### config.mk
export PLATFORM = sky130hd
export DESIGN_NAME = mem_access_unit
export DESIGN_NICKNAME = d
export VERILOG_FILES = /design/src/source/rv_mem_pkg.sv /design/src/source/mem_bus_pkg.sv /design/src/source/mem_access_unit.sv
export SDC_FILE = /design/constraint.sdc
export NUM_CORES = 1
export LEC_CHECK = 0
export BUFFER_PORTS_ARGS = -buffer_cell sky130_fd_sc_hd__buf_2
export CAP_MARGIN = 20
export CORE_UTILIZATION = 45
export DETAILED_ROUTE_END_ITERATION = 10
export GPL_ROUTABILITY_DRIVEN = 0
export HOLD_SLACK_MARGIN = 0.12
export PLACE_DENSITY = 0.82
export SYNTH_ARGS = -nofsm -noshare
export SYNTH_HDL_FRONTEND = slang
export SYNTH_SLANG_ARGS = --single-unit
### constraint.sdc
create_clock -name i_clk -period 4.7 [get_ports i_clk]
set_input_delay 1.175 -clock i_clk [delete_from_list [all_inputs] [get_ports i_clk]]
set_output_delay 1.175 -clock i_clk [all_outputs]
set_load 0.1 [all_outputs]
### src/source/rv_mem_pkg.sv
`default_nettype none

// instruction-side view of the memory stage
package rv_mem_pkg;

	typedef logic [31:0] data_word_t; // register file word
	typedef logic [4:0]  reg_idx_t;   // rd index
	typedef logic [2:0]  mem_op_t;    // access size, funct3 style

	// bit 1 = word, bit 0 clear = byte, bit 2 = sign extend
	localparam mem_op_t MEM_OP_LBU = 3'b000;
	localparam mem_op_t MEM_OP_LHU = 3'b001;
	localparam mem_op_t MEM_OP_LW  = 3'b010;
	localparam mem_op_t MEM_OP_LB  = 3'b100;
	localparam mem_op_t MEM_OP_LH  = 3'b101;

	typedef struct packed {
		logic     mem;      // load or store present
		logic     is_store; // 1 store, 0 load
		mem_op_t  op;
		reg_idx_t rd;
	} mem_ctrl_t;

	localparam mem_ctrl_t mem_ctrl_default = '0; // bubble

	function automatic logic op_is_word(mem_op_t op);
		return op[1];
	endfunction

	function automatic logic op_is_byte(mem_op_t op);
		return !op[1] && !op[0]; // halfword when neither
	endfunction

	function automatic logic op_sign_ext(mem_op_t op);
		return op[2];
	endfunction

endpackage

`default_nettype wire

### src/source/mem_bus_pkg.sv
`default_nettype none

// cache-side and memory-side bus types
package mem_bus_pkg;

	localparam int LINE_WORDS       = 4;
	localparam int LINE_BITS        = 128;
	localparam int WORD_IDX_BITS    = $clog2(LINE_WORDS);
	localparam int LINE_OFFSET_BITS = WORD_IDX_BITS + 2; // byte offset within a line

	typedef logic [31:0]              byte_addr_t;
	typedef logic [31:0]              byte_mask_t; // one bit per data bit
	typedef logic [LINE_BITS-1:0]     cache_line_t;
	typedef logic [WORD_IDX_BITS-1:0] word_idx_t;

	typedef struct packed {
		logic                   strobe; // single cycle
		logic                   write;
		byte_addr_t             addr;   // line aligned
		word_idx_t              word;   // word within the line for writes
		rv_mem_pkg::data_word_t wdata;
		byte_mask_t             wmask;
	} mem_req_t;

	typedef struct packed {
		logic        strobe; // single cycle
		cache_line_t rline;  // line after any write
	} mem_resp_t;

	// bit-wise merge of new data into an old word
	function automatic rv_mem_pkg::data_word_t merge_word(
		rv_mem_pkg::data_word_t old_word,
		rv_mem_pkg::data_word_t new_word,
		byte_mask_t             mask
	);
		return (old_word & ~mask) | (new_word & mask);
	endfunction

endpackage

`default_nettype wire

### src/source/mem_access_unit.sv
`timescale 1ns/1ps
`default_nettype none

// memory stage: latches one instruction, runs it through the cache, presents write-back
module mem_access_unit (
	input  wire logic                    i_clk,
	input  wire logic                    i_reset,

	// from execute
	input  rv_mem_pkg::mem_ctrl_t        i_ctrl,
	input  rv_mem_pkg::data_word_t       i_alu_result, // address for loads/stores
	input  rv_mem_pkg::data_word_t       i_rs2,        // store data

	// to write-back
	output rv_mem_pkg::reg_idx_t         o_rd,
	output rv_mem_pkg::data_word_t       o_rd_output,
	output logic                         o_pipeline_ready, // load strobe for the stage register

	// cache port
	output logic                         o_cache_valid,
	output logic                         o_cache_write,
	output mem_bus_pkg::byte_addr_t      o_cache_addr,
	output rv_mem_pkg::data_word_t       o_cache_wdata,
	output mem_bus_pkg::byte_mask_t      o_cache_wmask,
	input  wire logic                    i_cache_ready,
	input  wire logic                    i_cache_rvalid,
	input  rv_mem_pkg::data_word_t       i_cache_rdata
);
	import rv_mem_pkg::*;
	import mem_bus_pkg::*;

	typedef enum logic {
		U_STANDBY, // instruction latched, cache not yet asked
		U_ACCESS   // waiting on rvalid
	} unit_state_t;

	unit_state_t state, state_nxt;

	// stage register
	mem_ctrl_t  ctrl_q;
	data_word_t alu_q;
	data_word_t rs2_q;

	logic [1:0] lane;       // byte offset in the word
	logic [4:0] lane_shift; // same offset in bits
	byte_mask_t size_mask;  // mask before shifting into the lane
	data_word_t load_shifted;
	data_word_t load_value;

	assign lane       = alu_q[1:0];
	assign lane_shift = {lane, 3'b000};

	// store path
	always_comb begin
		if (op_is_word(ctrl_q.op))
			size_mask = 32'hffff_ffff;
		else if (op_is_byte(ctrl_q.op))
			size_mask = 32'h0000_00ff;
		else
			size_mask = 32'h0000_ffff; // halfword
	end

	assign o_cache_wmask = size_mask << lane_shift;
	assign o_cache_wdata = rs2_q << lane_shift; // bits above the lane are masked off
	assign o_cache_addr  = {alu_q[31:2], 2'b00}; // cache is word addressed
	assign o_cache_write = ctrl_q.is_store;

	// load path
	assign load_shifted = i_cache_rdata >> lane_shift;

	always_comb begin
		load_value = load_shifted;
		if (!op_is_word(ctrl_q.op)) begin
			if (op_is_byte(ctrl_q.op))
				load_value[31:8] = {24{op_sign_ext(ctrl_q.op) & load_shifted[7]}};
			else
				load_value[31:16] = {16{op_sign_ext(ctrl_q.op) & load_shifted[15]}};
		end
	end

	assign o_rd = ctrl_q.rd;

	// stage FSM
	always_comb begin
		state_nxt        = state;
		o_cache_valid    = 1'b0;
		o_pipeline_ready = 1'b0;
		o_rd_output      = alu_q; // pass-through for non-memory ops and stores

		case (state)
			U_STANDBY: begin
				o_pipeline_ready = !ctrl_q.mem; // non-memory op is done at once
				if (ctrl_q.mem && i_cache_ready) begin
					o_cache_valid = 1'b1; // single pulse, state leaves standby
					state_nxt     = U_ACCESS;
				end
			end
			U_ACCESS: begin
				if (!ctrl_q.is_store)
					o_rd_output = load_value;
				if (i_cache_rvalid) begin
					o_pipeline_ready = 1'b1;
					state_nxt        = U_STANDBY;
				end
			end
			default: state_nxt = U_STANDBY;
		endcase
	end

	always_ff @(posedge i_clk, posedge i_reset) begin
		if (i_reset) begin
			state  <= U_STANDBY;
			ctrl_q <= mem_ctrl_default; // idle after reset
		end else begin
			state <= state_nxt;
			if (o_pipeline_ready)
				ctrl_q <= i_ctrl;
		end
	end

	// operands load with the control word
	always_ff @(posedge i_clk) begin
		if (o_pipeline_ready) begin
			alu_q <= i_alu_result;
			rs2_q <= i_rs2;
		end
	end

	// driver must hand over naturally aligned accesses
	a_aligned: assert property (@(posedge i_clk) disable iff (i_reset)
		(state == U_STANDBY && ctrl_q.mem) |->
			(op_is_word(ctrl_q.op) ? (lane == 2'b00) :
			 op_is_byte(ctrl_q.op) ? 1'b1 : !lane[0]))
		else $error("misaligned access at %h", alu_q);

	// request only into a ready cache, which then drops ready
	a_valid_ready: assert property (@(posedge i_clk) disable iff (i_reset)
		o_cache_valid |-> (i_cache_ready ##1 !i_cache_ready))
		else $error("cache request outside the ready window");

endmodule

`default_nettype wire

# == Word level (Yosys, flattened, before mapping) ==
# Index checks and enable logic that the tools add are counted.
# word_totals
ff_bits,75
output_inout_bits,136
elab_cells,31
# op_classes
shift,3
muxes,13
bitwise,3
reduce_logical,5
# op_table
operator,count
$mux W32,3
$shl A32 B5 Y32,2
$mux W16,2
$shr A32 B5 Y32,1
$mux W24,1
$mux W8,1
$mux W1,4
$pmux W1 S2,2
$logic_not A1 Y1,3
$and A1 B1 Y1,2
$logic_and A1 B1 Y1,2
$not A1 Y1,1

# == Depth between registers and ports, before layout ==
# depth
depth_word,6
mapped_depth,7

# == Worst setup path before layout ==
# OpenSTA, ideal clock, no wires.
# synth_path
kind,input-to-output
from,input i_cache_rvalid
to,output o_pipeline_ready
t_arrival_ps,3966
required_ps,3525
setup_slack_ps,-441
cell_stages,2
path_buffers,0
path_cell_list,inv_1 a21oi_2
# synth_between
elab_chain_len,2
# synth_rtl
element,line,text
start: declaration,mem_access_unit.sv:26,"input wire logic i_cache_rvalid,"
$mux W1,mem_access_unit.sv:101,if (i_cache_rvalid) begin
$pmux W1 S2,mem_access_unit.sv:90,case (state)
end: declaration,mem_access_unit.sv:17,"output logic o_pipeline_ready,"
# No other way between the ends.

# == Final worst setup path ==
# layout_path
from,register alu_q[0]
to,output o_cache_wdata[21]
# layout_between
elab_chain_len,1
# layout_rtl
element,line,text
start: declaration,mem_access_unit.sv:41,data_word_t alu_q;
start signal: assignment,mem_access_unit.sv:124,alu_q <= i_alu_result;
$shl A32 B5 Y32,mem_access_unit.sv:64,assign o_cache_wdata = rs2_q << lane_shift;
end: declaration,mem_access_unit.sv:23,"output rv_mem_pkg::data_word_t o_cache_wdata,"
# No other way between the ends.

==> impl_summary.log <==
INFO  metric htreeDepth = 3
INFO  metric post-cts-setup-buffer-count = 0
INFO  metric gr-usage-all-layers = 0.242
INFO  metric clock_net_sink_count = 75
INFO  metric antenna_violating_nets_post_route = 0
INFO  metric io_pins = 246
INFO  metric period_share = 0.867
INFO  metric worst_setup_hold_path_clk_slew = 0.09 ns
INFO  metric crit_path_cell_trace = buf_4 > buf_4 > nor2b_1 > nand2_1 > o21ai_0 > buf_2
INFO  metric via_count = ~3700
INFO  metric synth.cells.most_frequent = 67 x sky130_fd_sc_hd__buf_4, 64 x sky130_fd_sc_hd__edfxtp_1, 33 x sky130_fd_sc_hd__mux2i_1, 28 x sky130_fd_sc_hd__o21ai_0, 26 x sky130_fd_sc_hd__a21oi_1
INFO  metric post-synth-top-count-cell = sky130_fd_sc_hd__buf_4
INFO  metric avgRoutedWirePerCell = 17.5 µm
INFO  metric dr.pass1.iters = 6
INFO  metric effective_utilization_at_floorplan = 0.470
INFO  metric drt_iter0_drc = 177
INFO  metric outcome = finished clean
INFO  metric netlist_top_cells_area = sky130_fd_sc_hd__edfxtp_1 44%, sky130_fd_sc_hd__buf_4 11%, sky130_fd_sc_hd__mux2i_1 7.5%
INFO  metric worst-slew-pin-transition = around 0.9 ns
INFO  metric tritoncts.num_buffers = 9
INFO  metric synth.distinct_cells = 38
INFO  metric ys_async_sr_fraction = 0.147
INFO  metric worst_path_max_delay_cell = sky130_fd_sc_hd__nor2b_1
INFO  metric worstSetupStartpointType = register
INFO  metric fmax = ~250 MHz
INFO  metric cts_hold_buffers = 0
INFO  metric antenna_found_initial = 0
INFO  metric tritoncts = done
INFO  metric hold_viol = 0
INFO  metric clk-insertion-delay-late = 0.35 ns
INFO  metric drcViolationCount = 0
INFO  metric timing.critical_path.to_type = primary output
INFO  metric sequential_area_share_after_synthesis = 0.499
INFO  metric synth_largest_area_cell = sky130_fd_sc_hd__edfxtp_1
INFO  metric final_period_minus_worst_setup_slack = 4.07 ns
INFO  metric wirelength = roughly 12 mm
INFO  metric average_cell_area_after_synthesis = roughly 11 µm²
INFO  metric top_delay_family_on_crit_path = buffers and inverters
INFO  metric fp.dieArea = 0.0102 mm²
INFO  metric timing_worst_setup_path_type = reg2out
INFO  metric timing.slew.headroom = 0.384
INFO  metric place.detailed.hpwl = 9.24 mm
INFO  metric timing.reg2reg.setup_slack = 2.62 ns
INFO  metric drive_gt1_frac = 0.494
INFO  metric timing.critical_path.buf_inv = 3
INFO  metric vias_per_cell = 5.23
INFO  metric cell_seen_most_often_among_critical_path_stages = sky130_fd_sc_hd__buf_4
INFO  metric buffer_ports.inserted = 243
INFO  metric rsz0062_at_grt = false
INFO  metric max_cap_violations = 0
INFO  metric grt_overflow_total = 0
INFO  metric critical_path_rt = 3.52 ns
INFO  metric grt_start_max_net_pins = 74
INFO  metric hold_class = reg2reg
INFO  metric finalSetupViolations = 0
INFO  metric syn2layout_area_growth = 23.8%
INFO  metric die_height = between 100 and 150 µm
INFO  metric ctsLongestPathBuffers = 2
INFO  metric num-nets-final = 692
INFO  metric wire_length_of_the_first_global_routing_pass = 18.3 mm
INFO  metric ctsResizeCount = 0
INFO  metric synthesis.area = between 0.004 and 0.005 mm²
INFO  metric timing_max_transition_violations_final = 0
INFO  metric totalNegativeSetupSlack = 0 ns
INFO  metric yosys.area.top_type_share = 0.436
INFO  metric synthesis.instances = 410
INFO  metric synth_top_flop_cell = sky130_fd_sc_hd__edfxtp_1
INFO  metric cp_max_fo = 38
INFO  metric yosys_warnings = 0
INFO  metric worst_endpoint_data_arrival_time = 2.90 ns
INFO  metric design.core.area = 0.00937 mm²
INFO  metric clock_tree.root_cell = sky130_fd_sc_hd__clkbuf_8
INFO  metric grt_pass1_vias = 3456
INFO  metric synth_seq_cells = 75
INFO  metric diodes = 0
INFO  metric fillers = 826
INFO  metric timing.clock.skew = ~0.012 ns
INFO  metric rows = 35
INFO  metric number_of_synthesized_flops_with_an_enable_pin = 64
INFO  metric die_width = approximately 100 µm
INFO  metric timing.critical_path.slowest_cell_delay = 0.60 ns
worst paths after layout:
kind / startpoint / to / depth (start not counted)
max reg2reg: state / ctrl_q[7] / 4
min in group asynchronous: i_reset / o_rd[0] / 2
max: alu_q[0] / o_cache_wdata[21] / 6
min reg2reg: o_rd[3] / o_rd[3] / 1
min: o_rd[3] / o_rd[3] / 1
max in group asynchronous: i_reset / ctrl_q[9] / 2
metal layers:
layer,up-vias,global-route usage,part of all wire
met5,-,0,0
met4,0,0.0836,0.026
li1,1742,-,-
met2,220,0.393,0.48
met1,1753,0.322,0.41
met3,29,0.0513,0.083
layout make-up:
class	instances	area [µm²]	area share
sequential	75	2200	0.403
clock buffer	9	124	0.0227
multi-input combinational	238	1570	0.289
clock inverter	7	100	0.0184
inverter	9	33.8	0.00620
tap	129	161	0.0296
timing repair buffer	249	1260	0.231
per-stage QoR:
stage	hold WS, ns	area [µm²]	std cells	setup WS, ns	util
2_1_floorplan	0.482	4420	411	-0.142	-
3_3_place_gp	0.487	5230	700	1.06	0.558
3_5_place_dp	0.496	5230	700	0.981	0.558
4_1_cts	0.519	5450	716	0.610	0.582
5_1_grt	0.539	5450	716	0.383	0.582
6_report	0.518	5450	716	0.627	0.582
cells by family (layout without fill, tap and decap cells):
logic type / Yosys count / count (layout) / share of synthesized area
DFF: 75 / 75 / 0.499
other: 1 / 2 / 0.000852
and+or+nand+nor: 88 / 88 / 0.0997
muxes: 51 / 51 / 0.121
buffers and inverters: 98 / 274 / 0.147
AOI/OAI and AO/OA: 97 / 97 / 0.132
flip-flops by register name, summed over array words and instances, names as in the netlist:
signal / cells
o_rd: 5
o_cache_write: 1
ctrl_q: 4
state: 1
rs2_q: 32
alu_q: 32
placed cells by master (no fill, tap or decap), types with 9 or more instances in the layout:
master / instances
sky130_fd_sc_hd__a211oi_1: 9
sky130_fd_sc_hd__inv_1: 9
sky130_fd_sc_hd__and2_1: 10
sky130_fd_sc_hd__nand2_1: 23
sky130_fd_sc_hd__dfrtp_1: 11
sky130_fd_sc_hd__nor2_1: 23
sky130_fd_sc_hd__mux2_2: 18
sky130_fd_sc_hd__mux2i_1: 33
sky130_fd_sc_hd__nor2b_1: 13
sky130_fd_sc_hd__a21oi_1: 26
sky130_fd_sc_hd__edfxtp_1: 64
sky130_fd_sc_hd__o21ai_1: 14
sky130_fd_sc_hd__clkbuf_8: 9
sky130_fd_sc_hd__o21ai_0: 22
sky130_fd_sc_hd__buf_2: 243
sky130_fd_sc_hd__a22oi_1: 16
Power is not shown: default switching activity piles up to over one toggle a cycle in this logic, so the estimate is an artifact.
