**src/source/rv_mem_pkg.sv**
```systemverilog
`default_nettype none

// instruction-side view of the memory stage
package rv_mem_pkg;

	typedef logic [31:0] data_word_t; // register file word
	typedef logic [4:0]  reg_idx_t;   // rd index
	typedef logic [2:0]  mem_op_t;    // access size, funct3 style

	// bit 1 = word, bit 0 clear = byte, bit 2 = sign extend
	localparam mem_op_t MEM_OP_LBU = 3'b000;
	localparam mem_op_t MEM_OP_LHU = 3'b001;
	localparam mem_op_t MEM_OP_LW  = 3'b010;
	localparam mem_op_t MEM_OP_LB  = 3'b100;
	localparam mem_op_t MEM_OP_LH  = 3'b101;

	typedef struct packed {
		logic     mem;      // load or store present
		logic     is_store; // 1 store, 0 load
		mem_op_t  op;
		reg_idx_t rd;
	} mem_ctrl_t;

	localparam mem_ctrl_t mem_ctrl_default = '0; // bubble

	function automatic logic op_is_word(mem_op_t op);
		return op[1];
	endfunction

	function automatic logic op_is_byte(mem_op_t op);
		return !op[1] && !op[0]; // halfword when neither
	endfunction

	function automatic logic op_sign_ext(mem_op_t op);
		return op[2];
	endfunction

endpackage

`default_nettype wire

```
**src/source/mem_bus_pkg.sv**
```systemverilog
`default_nettype none

// cache-side and memory-side bus types
package mem_bus_pkg;

	localparam int LINE_WORDS       = 4;
	localparam int LINE_BITS        = 128;
	localparam int WORD_IDX_BITS    = $clog2(LINE_WORDS);
	localparam int LINE_OFFSET_BITS = WORD_IDX_BITS + 2; // byte offset within a line

	typedef logic [31:0]              byte_addr_t;
	typedef logic [31:0]              byte_mask_t; // one bit per data bit
	typedef logic [LINE_BITS-1:0]     cache_line_t;
	typedef logic [WORD_IDX_BITS-1:0] word_idx_t;

	typedef struct packed {
		logic                   strobe; // single cycle
		logic                   write;
		byte_addr_t             addr;   // line aligned
		word_idx_t              word;   // word within the line for writes
		rv_mem_pkg::data_word_t wdata;
		byte_mask_t             wmask;
	} mem_req_t;

	typedef struct packed {
		logic        strobe; // single cycle
		cache_line_t rline;  // line after any write
	} mem_resp_t;

	// bit-wise merge of new data into an old word
	function automatic rv_mem_pkg::data_word_t merge_word(
		rv_mem_pkg::data_word_t old_word,
		rv_mem_pkg::data_word_t new_word,
		byte_mask_t             mask
	);
		return (old_word & ~mask) | (new_word & mask);
	endfunction

endpackage

`default_nettype wire

```
**src/source/dcache_direct_mapped.sv**
```systemverilog
`timescale 1ns/1ps
`default_nettype none

// direct-mapped data cache, write-through, allocate on read miss only
module dcache_direct_mapped #(
	parameter int CACHE_LINES = 16 // power of two
) (
	input  wire logic                i_clk,
	input  wire logic                i_reset,

	// cpu side, word aligned
	input  wire logic                i_valid,
	input  wire logic                i_write,
	input  mem_bus_pkg::byte_addr_t  i_addr,
	input  rv_mem_pkg::data_word_t   i_wdata,
	input  mem_bus_pkg::byte_mask_t  i_wmask,
	output logic                     o_ready,
	output logic                     o_rvalid,
	output rv_mem_pkg::data_word_t   o_rdata,

	// memory side
	output mem_bus_pkg::mem_req_t    o_mem_req,
	input  mem_bus_pkg::mem_resp_t   i_mem_resp
);
	import rv_mem_pkg::*;
	import mem_bus_pkg::*;

	localparam int INDEX_BITS = $clog2(CACHE_LINES);
	localparam int TAG_BITS   = 32 - LINE_OFFSET_BITS - INDEX_BITS;

	typedef logic [INDEX_BITS-1:0] line_idx_t;
	typedef logic [TAG_BITS-1:0]   tag_t;

	typedef enum logic [1:0] {
		C_IDLE,     // ready for a request
		C_LOOKUP,   // tag compare on the latched request
		C_WAIT_MEM, // one memory access outstanding
		C_RESPOND   // rvalid after refill or write-through
	} cache_state_t;

	cache_state_t state, state_nxt;

	// storage
	cache_line_t            line_data [CACHE_LINES];
	tag_t                   tag_q     [CACHE_LINES];
	logic [CACHE_LINES-1:0] valid_q;

	// latched request
	logic       req_write;
	byte_addr_t req_addr;
	data_word_t req_wdata;
	byte_mask_t req_wmask;

	// address split
	word_idx_t req_word;
	line_idx_t req_idx;
	tag_t      req_tag;

	cache_line_t cur_line;
	data_word_t  cur_word;
	logic        hit;

	assign req_word = req_addr[2 +: WORD_IDX_BITS];
	assign req_idx  = req_addr[LINE_OFFSET_BITS +: INDEX_BITS];
	assign req_tag  = req_addr[31 -: TAG_BITS];

	assign cur_line = line_data[req_idx];
	assign cur_word = cur_line[req_word*32 +: 32];
	assign hit      = valid_q[req_idx] && (tag_q[req_idx] == req_tag);

	assign o_ready  = (state == C_IDLE);
	assign o_rdata  = cur_word; // valid on a read hit and after the refill
	assign o_rvalid = (state == C_LOOKUP && !req_write && hit) || (state == C_RESPOND);

	// memory request, strobed from lookup on a read miss or any write
	always_comb begin
		o_mem_req.strobe = (state == C_LOOKUP) && (req_write || !hit);
		o_mem_req.write  = req_write;
		o_mem_req.addr   = {req_addr[31:LINE_OFFSET_BITS], {LINE_OFFSET_BITS{1'b0}}};
		o_mem_req.word   = req_word;
		o_mem_req.wdata  = req_wdata;
		o_mem_req.wmask  = req_wmask;
	end

	always_comb begin
		state_nxt = state;
		case (state)
			C_IDLE:
				if (i_valid)
					state_nxt = C_LOOKUP;
			C_LOOKUP:
				if (!req_write && hit)
					state_nxt = C_IDLE; // read hit answered here
				else
					state_nxt = C_WAIT_MEM;
			C_WAIT_MEM:
				if (i_mem_resp.strobe)
					state_nxt = C_RESPOND;
			C_RESPOND:
				state_nxt = C_IDLE;
			default:
				state_nxt = C_IDLE;
		endcase
	end

	always_ff @(posedge i_clk, posedge i_reset) begin
		if (i_reset) begin
			state   <= C_IDLE;
			valid_q <= '0; // whole cache invalid
		end else begin
			state <= state_nxt;
			if (state == C_WAIT_MEM && i_mem_resp.strobe && !req_write)
				valid_q[req_idx] <= 1'b1; // refill done
		end
	end

	always_ff @(posedge i_clk) begin
		if (i_valid && o_ready) begin
			req_write <= i_write;
			req_addr  <= i_addr;
			req_wdata <= i_wdata;
			req_wmask <= i_wmask;
		end

		// write hit updates the cached word, memory gets it as well
		if (state == C_LOOKUP && req_write && hit)
			line_data[req_idx][req_word*32 +: 32] <= merge_word(cur_word, req_wdata, req_wmask);

		// read miss installs the returned line, evicting what was there
		if (state == C_WAIT_MEM && i_mem_resp.strobe && !req_write) begin
			line_data[req_idx] <= i_mem_resp.rline;
			tag_q[req_idx]     <= req_tag;
		end
	end

	// memory answers only what was asked
	a_resp_outstanding: assert property (@(posedge i_clk) disable iff (i_reset)
		i_mem_resp.strobe |-> (state == C_WAIT_MEM))
		else $error("memory response without outstanding request");

endmodule

`default_nettype wire

```
**config.mk**
```make
export PLATFORM = sky130hd
export DESIGN_NAME = dcache_direct_mapped
export DESIGN_NICKNAME = d
export VERILOG_FILES = /design/src/source/rv_mem_pkg.sv /design/src/source/mem_bus_pkg.sv /design/src/source/dcache_direct_mapped.sv
export SDC_FILE = /design/constraint.sdc
export NUM_CORES = 2
export LEC_CHECK = 0
export ABC_AREA = 1
export BUFFER_PORTS_ARGS = -buffer_cell sky130_fd_sc_hd__buf_2
export CAP_MARGIN = 15
export CORE_ASPECT_RATIO = 0.75
export CORE_MARGIN = 10
export CORE_UTILIZATION = 45
export DETAILED_ROUTE_END_ITERATION = 6
export PLACE_DENSITY = 0.64
export SETUP_SLACK_MARGIN = 0.02
export SLEW_MARGIN = 20
export SYNTH_ARGS = -nofsm -noshare
export SYNTH_HDL_FRONTEND = slang
export SYNTH_SLANG_ARGS = --single-unit
```
**constraint.sdc**
```tcl
create_clock -name i_clk -period 11.2 [get_ports i_clk]
set_input_delay 0 -clock i_clk [delete_from_list [all_inputs] [get_ports i_clk]]
set_output_delay 0 -clock i_clk [all_outputs]
set_load 0.005 [all_outputs]
```
# ---- Yosys cells after proc, flatten, opt, wreduce, memory -nomap -nowiden
# Memory sizes are Yosys's and may differ from the RTL's. A register that Yosys moved wholly into a read port is not among the register bits.
# Index checks and enable logic that the tools add are counted.
dict set report word_totals {
  output_inout_bits 134
  ff_bits 115
  in_bits 229
  n_memories 2
  mem_bits_rw 2432
  word_cells 312
}
dict set report op_classes {
  shift 3
  eq_ne 6
  n_addsub 1
  mux 142
  magnitude_cmp 2
  reduce_logical 17
  bitwise_logic 133
}
# name words word_bits rd rd_ports_with_merged_regs write_ports line
set mem_list {}
lappend mem_list {line_data 16 128 1 1 1 dcache_direct_mapped.sv:44} ;# cache_line_t line_data [CACHE_LINES];
lappend mem_list {tag_q 16 24 1 1 1 dcache_direct_mapped.sv:45} ;# tag_t tag_q [CACHE_LINES];
# op count
set ops {}
lappend ops {{1-bit two-way mux} 133}
lappend ops {{128-bit two-way mux} 1}
lappend ops {{1-bit bitwise OR} 128}
lappend ops {{32-bit by 34-bit variable shift with 128-bit output (first input constant)} 1}
lappend ops {{128-bit by 8-bit indexed part select with 32-bit output} 1}
lappend ops {{32-bit by 34-bit indexed part select with 128-bit output} 1}
lappend ops {{32-bit AND} 2}
lappend ops {{7-bit negator with 34-bit output} 1}
lappend ops {{32-bit inverter} 1}
lappend ops {{32-bit bitwise OR} 1}
lappend ops {{24-bit equality test} 1}
lappend ops {{16-bit bitwise OR} 1}
lappend ops {{1-bit logical AND} 11}
lappend ops {{4-bit two-way mux} 2}
lappend ops {{2-bit case mux with 4 select lines} 1}
lappend ops {{2-bit two-way mux} 3}
lappend ops {{4-bit by 5-bit less-than comparator with 1-bit output (second input constant)} 1}
lappend ops {{1-bit binary-select mux with 4-bit select} 1}
lappend ops {{1-bit demux with 4-bit select} 1}
lappend ops {{2-bit equality test (second input constant)} 2}
lappend ops {{4-bit by 1-bit >= comparator with 1-bit output (second input constant)} 1}
lappend ops {{2-bit inequality test (second input constant)} 2}
lappend ops {{2-bit by 1-bit equality test with 1-bit output (second input constant)} 1}
lappend ops {{1-bit logical NOT} 2}
lappend ops {{other kinds (3)} 4}

# ---- Logic depth before layout (Yosys ltp)
dict set report depth {
  ltp_word 7
  ltp_mapped 20
  ltp_nobuf 18
}

# ---- Worst setup path before layout
# No wires, ideal clock.
dict set report synth_timing {
  path_kind {register -> register}
  from {reg (tool-made name)}
  to {mem line_data[10][0] (netlist bit), enable pin}
  required_time_ps 10768
  setup_ps 432
  n_path_buf 5
  period_less_slack_ps 4046
  stages_incl_launch_ff 19
  arrival_time_ps 3614
  slack_ps 7154
  cell_sequence {dfxtp_1 buf_6 buf_6 buf_8 buf_6 o211ai_2 nand2_1 nand2_1 nand3_1 nand2_1 nand2_1 nand2_1 nand2_1 nor2_1 nand2_2 nor2_8 nand3_4 buf_6 a21oi_1}
}
# element line
set synth_rtl {}
lappend synth_rtl {{to (decl)} dcache_direct_mapped.sv:44}

==> flow_summary.json <==
{
  "die_area_sq_um": 248000,
  "synthArstFlopShare": 0.00706,
  "slew_violations": 0,
  "placed_cells": 11300,
  "cp_num_cells": 15,
  "fin_area_sq_um": 119000,
  "endpoint_kind": "flop",
  "first_iter_violations": 9552,
  "crit_type": "flop to flop",
  "synthesis.area_sq_um": 103000,
  "maxCapViolCount": 0,
  "fp.dieH_um": 434,
  "reg2regPathDepth": 15,
  "cts_sinks": 2549,
  "dpl_cell_area_sq_um": 108000,
  "synth_warnings": 0,
  "drive_above_1_share": 0.108,
  "clock.fmax_mhz": 161,
  "final_nets": 9107,
  "crit_slowest_cell": "o21ai_1",
  "p_per_area_nw_per_um2": 230,
  "relSlewSlack": 0.204,
  "drc_errors": 0,
  "crit_path_start_kind": "flop",
  "vias_per_cell": 5.95,
  "outcome": "complete, no violations",
  "hold_viol_final": 0,
  "num_rows": 151,
  "fin_ws_ns": 4.99,
  "cts_buffer_depth": 4,
  "finClkSkew_ns": 0.0923,
  "synth_edf_count": 2527,
  "drt_wl_total_um": 321000,
  "finalCritPeriodShare": 0.554,
  "post_cts_buffers": 0,
  "syn_inst": 8381,
  "path_buf_inv": 3,
  "grt_pass1_vias": 67500,
  "clk_pin_slew_ns": 0.07,
  "final_antenna_net_count": 0,
  "clk_latency_ns": 0.94,
  "avgSynthCellArea_sq_um": 12.3,
  "place_ws_ns": 5.21,
  "layout_commonest_cell": "edfxtp_1",
  "grt_max_degree": 265,
  "finalPower_mw": 27.3,
  "rsz0062_at_grt": "false",
  "tightest_slew_ns": 1.19,
  "cpMostUsedCell": "nand2_1",
  "crit_family": "buffers and inverters",
  "ys_ff_latch": 2549,
  "worstPathCellList": "inv_16, buf_4, buf_4, o21ai_0, o22ai_1, nand2_1, nand2_1, nand2_1, o21ai_1, nand2_1, nand3_1, nand2_1, o21ai_1, nand4_1, nand2_1",
  "synth_flop_cell": "edfxtp_1",
  "synth.distinct_cells": 36,
  "crit_path_end": "line_data[7][110]",
  "initial_core_util": 0.454,
  "die_w_um": 572,
  "cp.arrival_ns": 6.81,
  "wire_per_inst_um": 26.7,
  "core_area_sq_um": 227000,
  "leakage_nw": 41.4,
  "r2r-end": "line_data[7][110]",
  "yosysSeqAreaShare": 0.743,
  "mostFrequentLayoutCells": "edfxtp_1 (2527), nand2_1 (1398), nor2_1 (1086)",
  "clk_root_buffer_cell": "clkbuf_16",
  "grt_usage": 0.249,
  "grt_pass1_wl_um": 459000,
  "post-route-util": 0.524,
  "area_growth_pct": 15.5,
  "grt_antenna_before_repair": 17,
  "vias": 71700,
  "finalWeightedCongestion": 0.811,
  "ios": 363,
  "first_pass_iters": 6,
  "port_buffers": 356,
  "htree_levels": 4,
  "cts_buffers": 240,
  "final_cells": 12000,
  "worst_path_largest_cell_delay_ns": 0.90,
  "finalSetupTns_ns": 0,
  "cts_tree": "built",
  "dp_hpwl_um": 165000,
  "grt_overflow": 0,
  "ir_drop_mv": 0.203,
  "hold_class": "primary input to flop",
  "post-route-min-period_ns": 6.21,
  "required_ns": 11.80,
  "crit_fanout": 264,
  "setup_violations": 0,
  "rrSetupSlack_ns": 4.99,
  "timing.hold.ws_ns": 0.0630
}
[Yosys cell counts (49+ instances only)]
library cell	number	share of area
inv_1	177	0.0065
a21oi_1	86	0.0042
edfxtp_1	2527	0.74
nor2_1	1105	0.040
clkbuf_1	338	0.012
buf_1	59	0.0022
buf_2	121	0.0059
nand3_1	735	0.036
o21ai_1	75	0.0036
nand2_1	1398	0.051
o21ai_0	1063	0.052
buf_4	49	0.0036
o22ai_1	496	0.030
[tightest hold or removal path: stages]
cell and delay, ns:
buf_2 0.07, nand2_1 0.12, nand2_1 0.49
[state kept, by name, indices dropped and copies added (netlist names), named ones only]
register	flops
req_write	1
req_wdata	32
req_wmask	32
valid_q	16
line_data	2048
state	1
req_addr	30
tag_q	384
[repair_timing]
action | CTS | global route
endpoints found under the hold margin | 1893 | 0
gates resized for setup | 0 | 0
setup endpoints to repair | 0 | 0
hold buffers | 305 | 0
[layer usage]
metal	part of all wire	GRT usage	vias up
li1	-	-	31300
met5	0.00020	0	-
met1	0.39	0.344	35300
met3	0.11	0.0498	779
met4	0.047	0.108	10
met2	0.45	0.383	4245
[worst min path at each step]
stage                                             to             from  depth (start not counted)
after global placement                      state[0]          i_reset                          2
after global routing              line_data[12][106]  i_mem_resp[106]                          3
after detailed placement                req_addr[30]       i_addr[30]                          1
after floorplan           asynchronous set/reset pin          i_reset                          1
after CTS                           line_data[8][61]   i_mem_resp[61]                          3
final                               line_data[4][55]   i_mem_resp[55]                          3
[layout make-up]
cell class                      count  area [sq um]
Clock buffer                      290          6210
Inverter                          184           746
Multi-Input combinational cell   5068         24100
Fill cell                       18700        108000
Timing Repair Buffer              831          6440
Antenna cell                        8          20.0
Sequential cell                  2549         76400
Tap cell                         2983          3730
Clock inverter                    136          1200
[where the power goes]
part	internal [mW]	switching, mW	leakage, nW
registers	11.3	0.217	23.7
clock network	4.35	3.55	3.63
logic	2.07	5.84	14.0
[kinds of logic (layout without fill, tap and decap cells)]
kind of cell             after synthesis  in the layout  synth area share
adder cells (fa/ha/maj)                4              4          0.000486
buffers and inverters                767           1441            0.0325
AO/OA/AOI/OAI                       1746           1746            0.0920
AND/OR/NAND/NOR                     3314           3314             0.132
flip-flops                          2549           2549             0.743
other                                  1             12         0.0000364
Note: power is estimated with default switching activity, not from simulation.
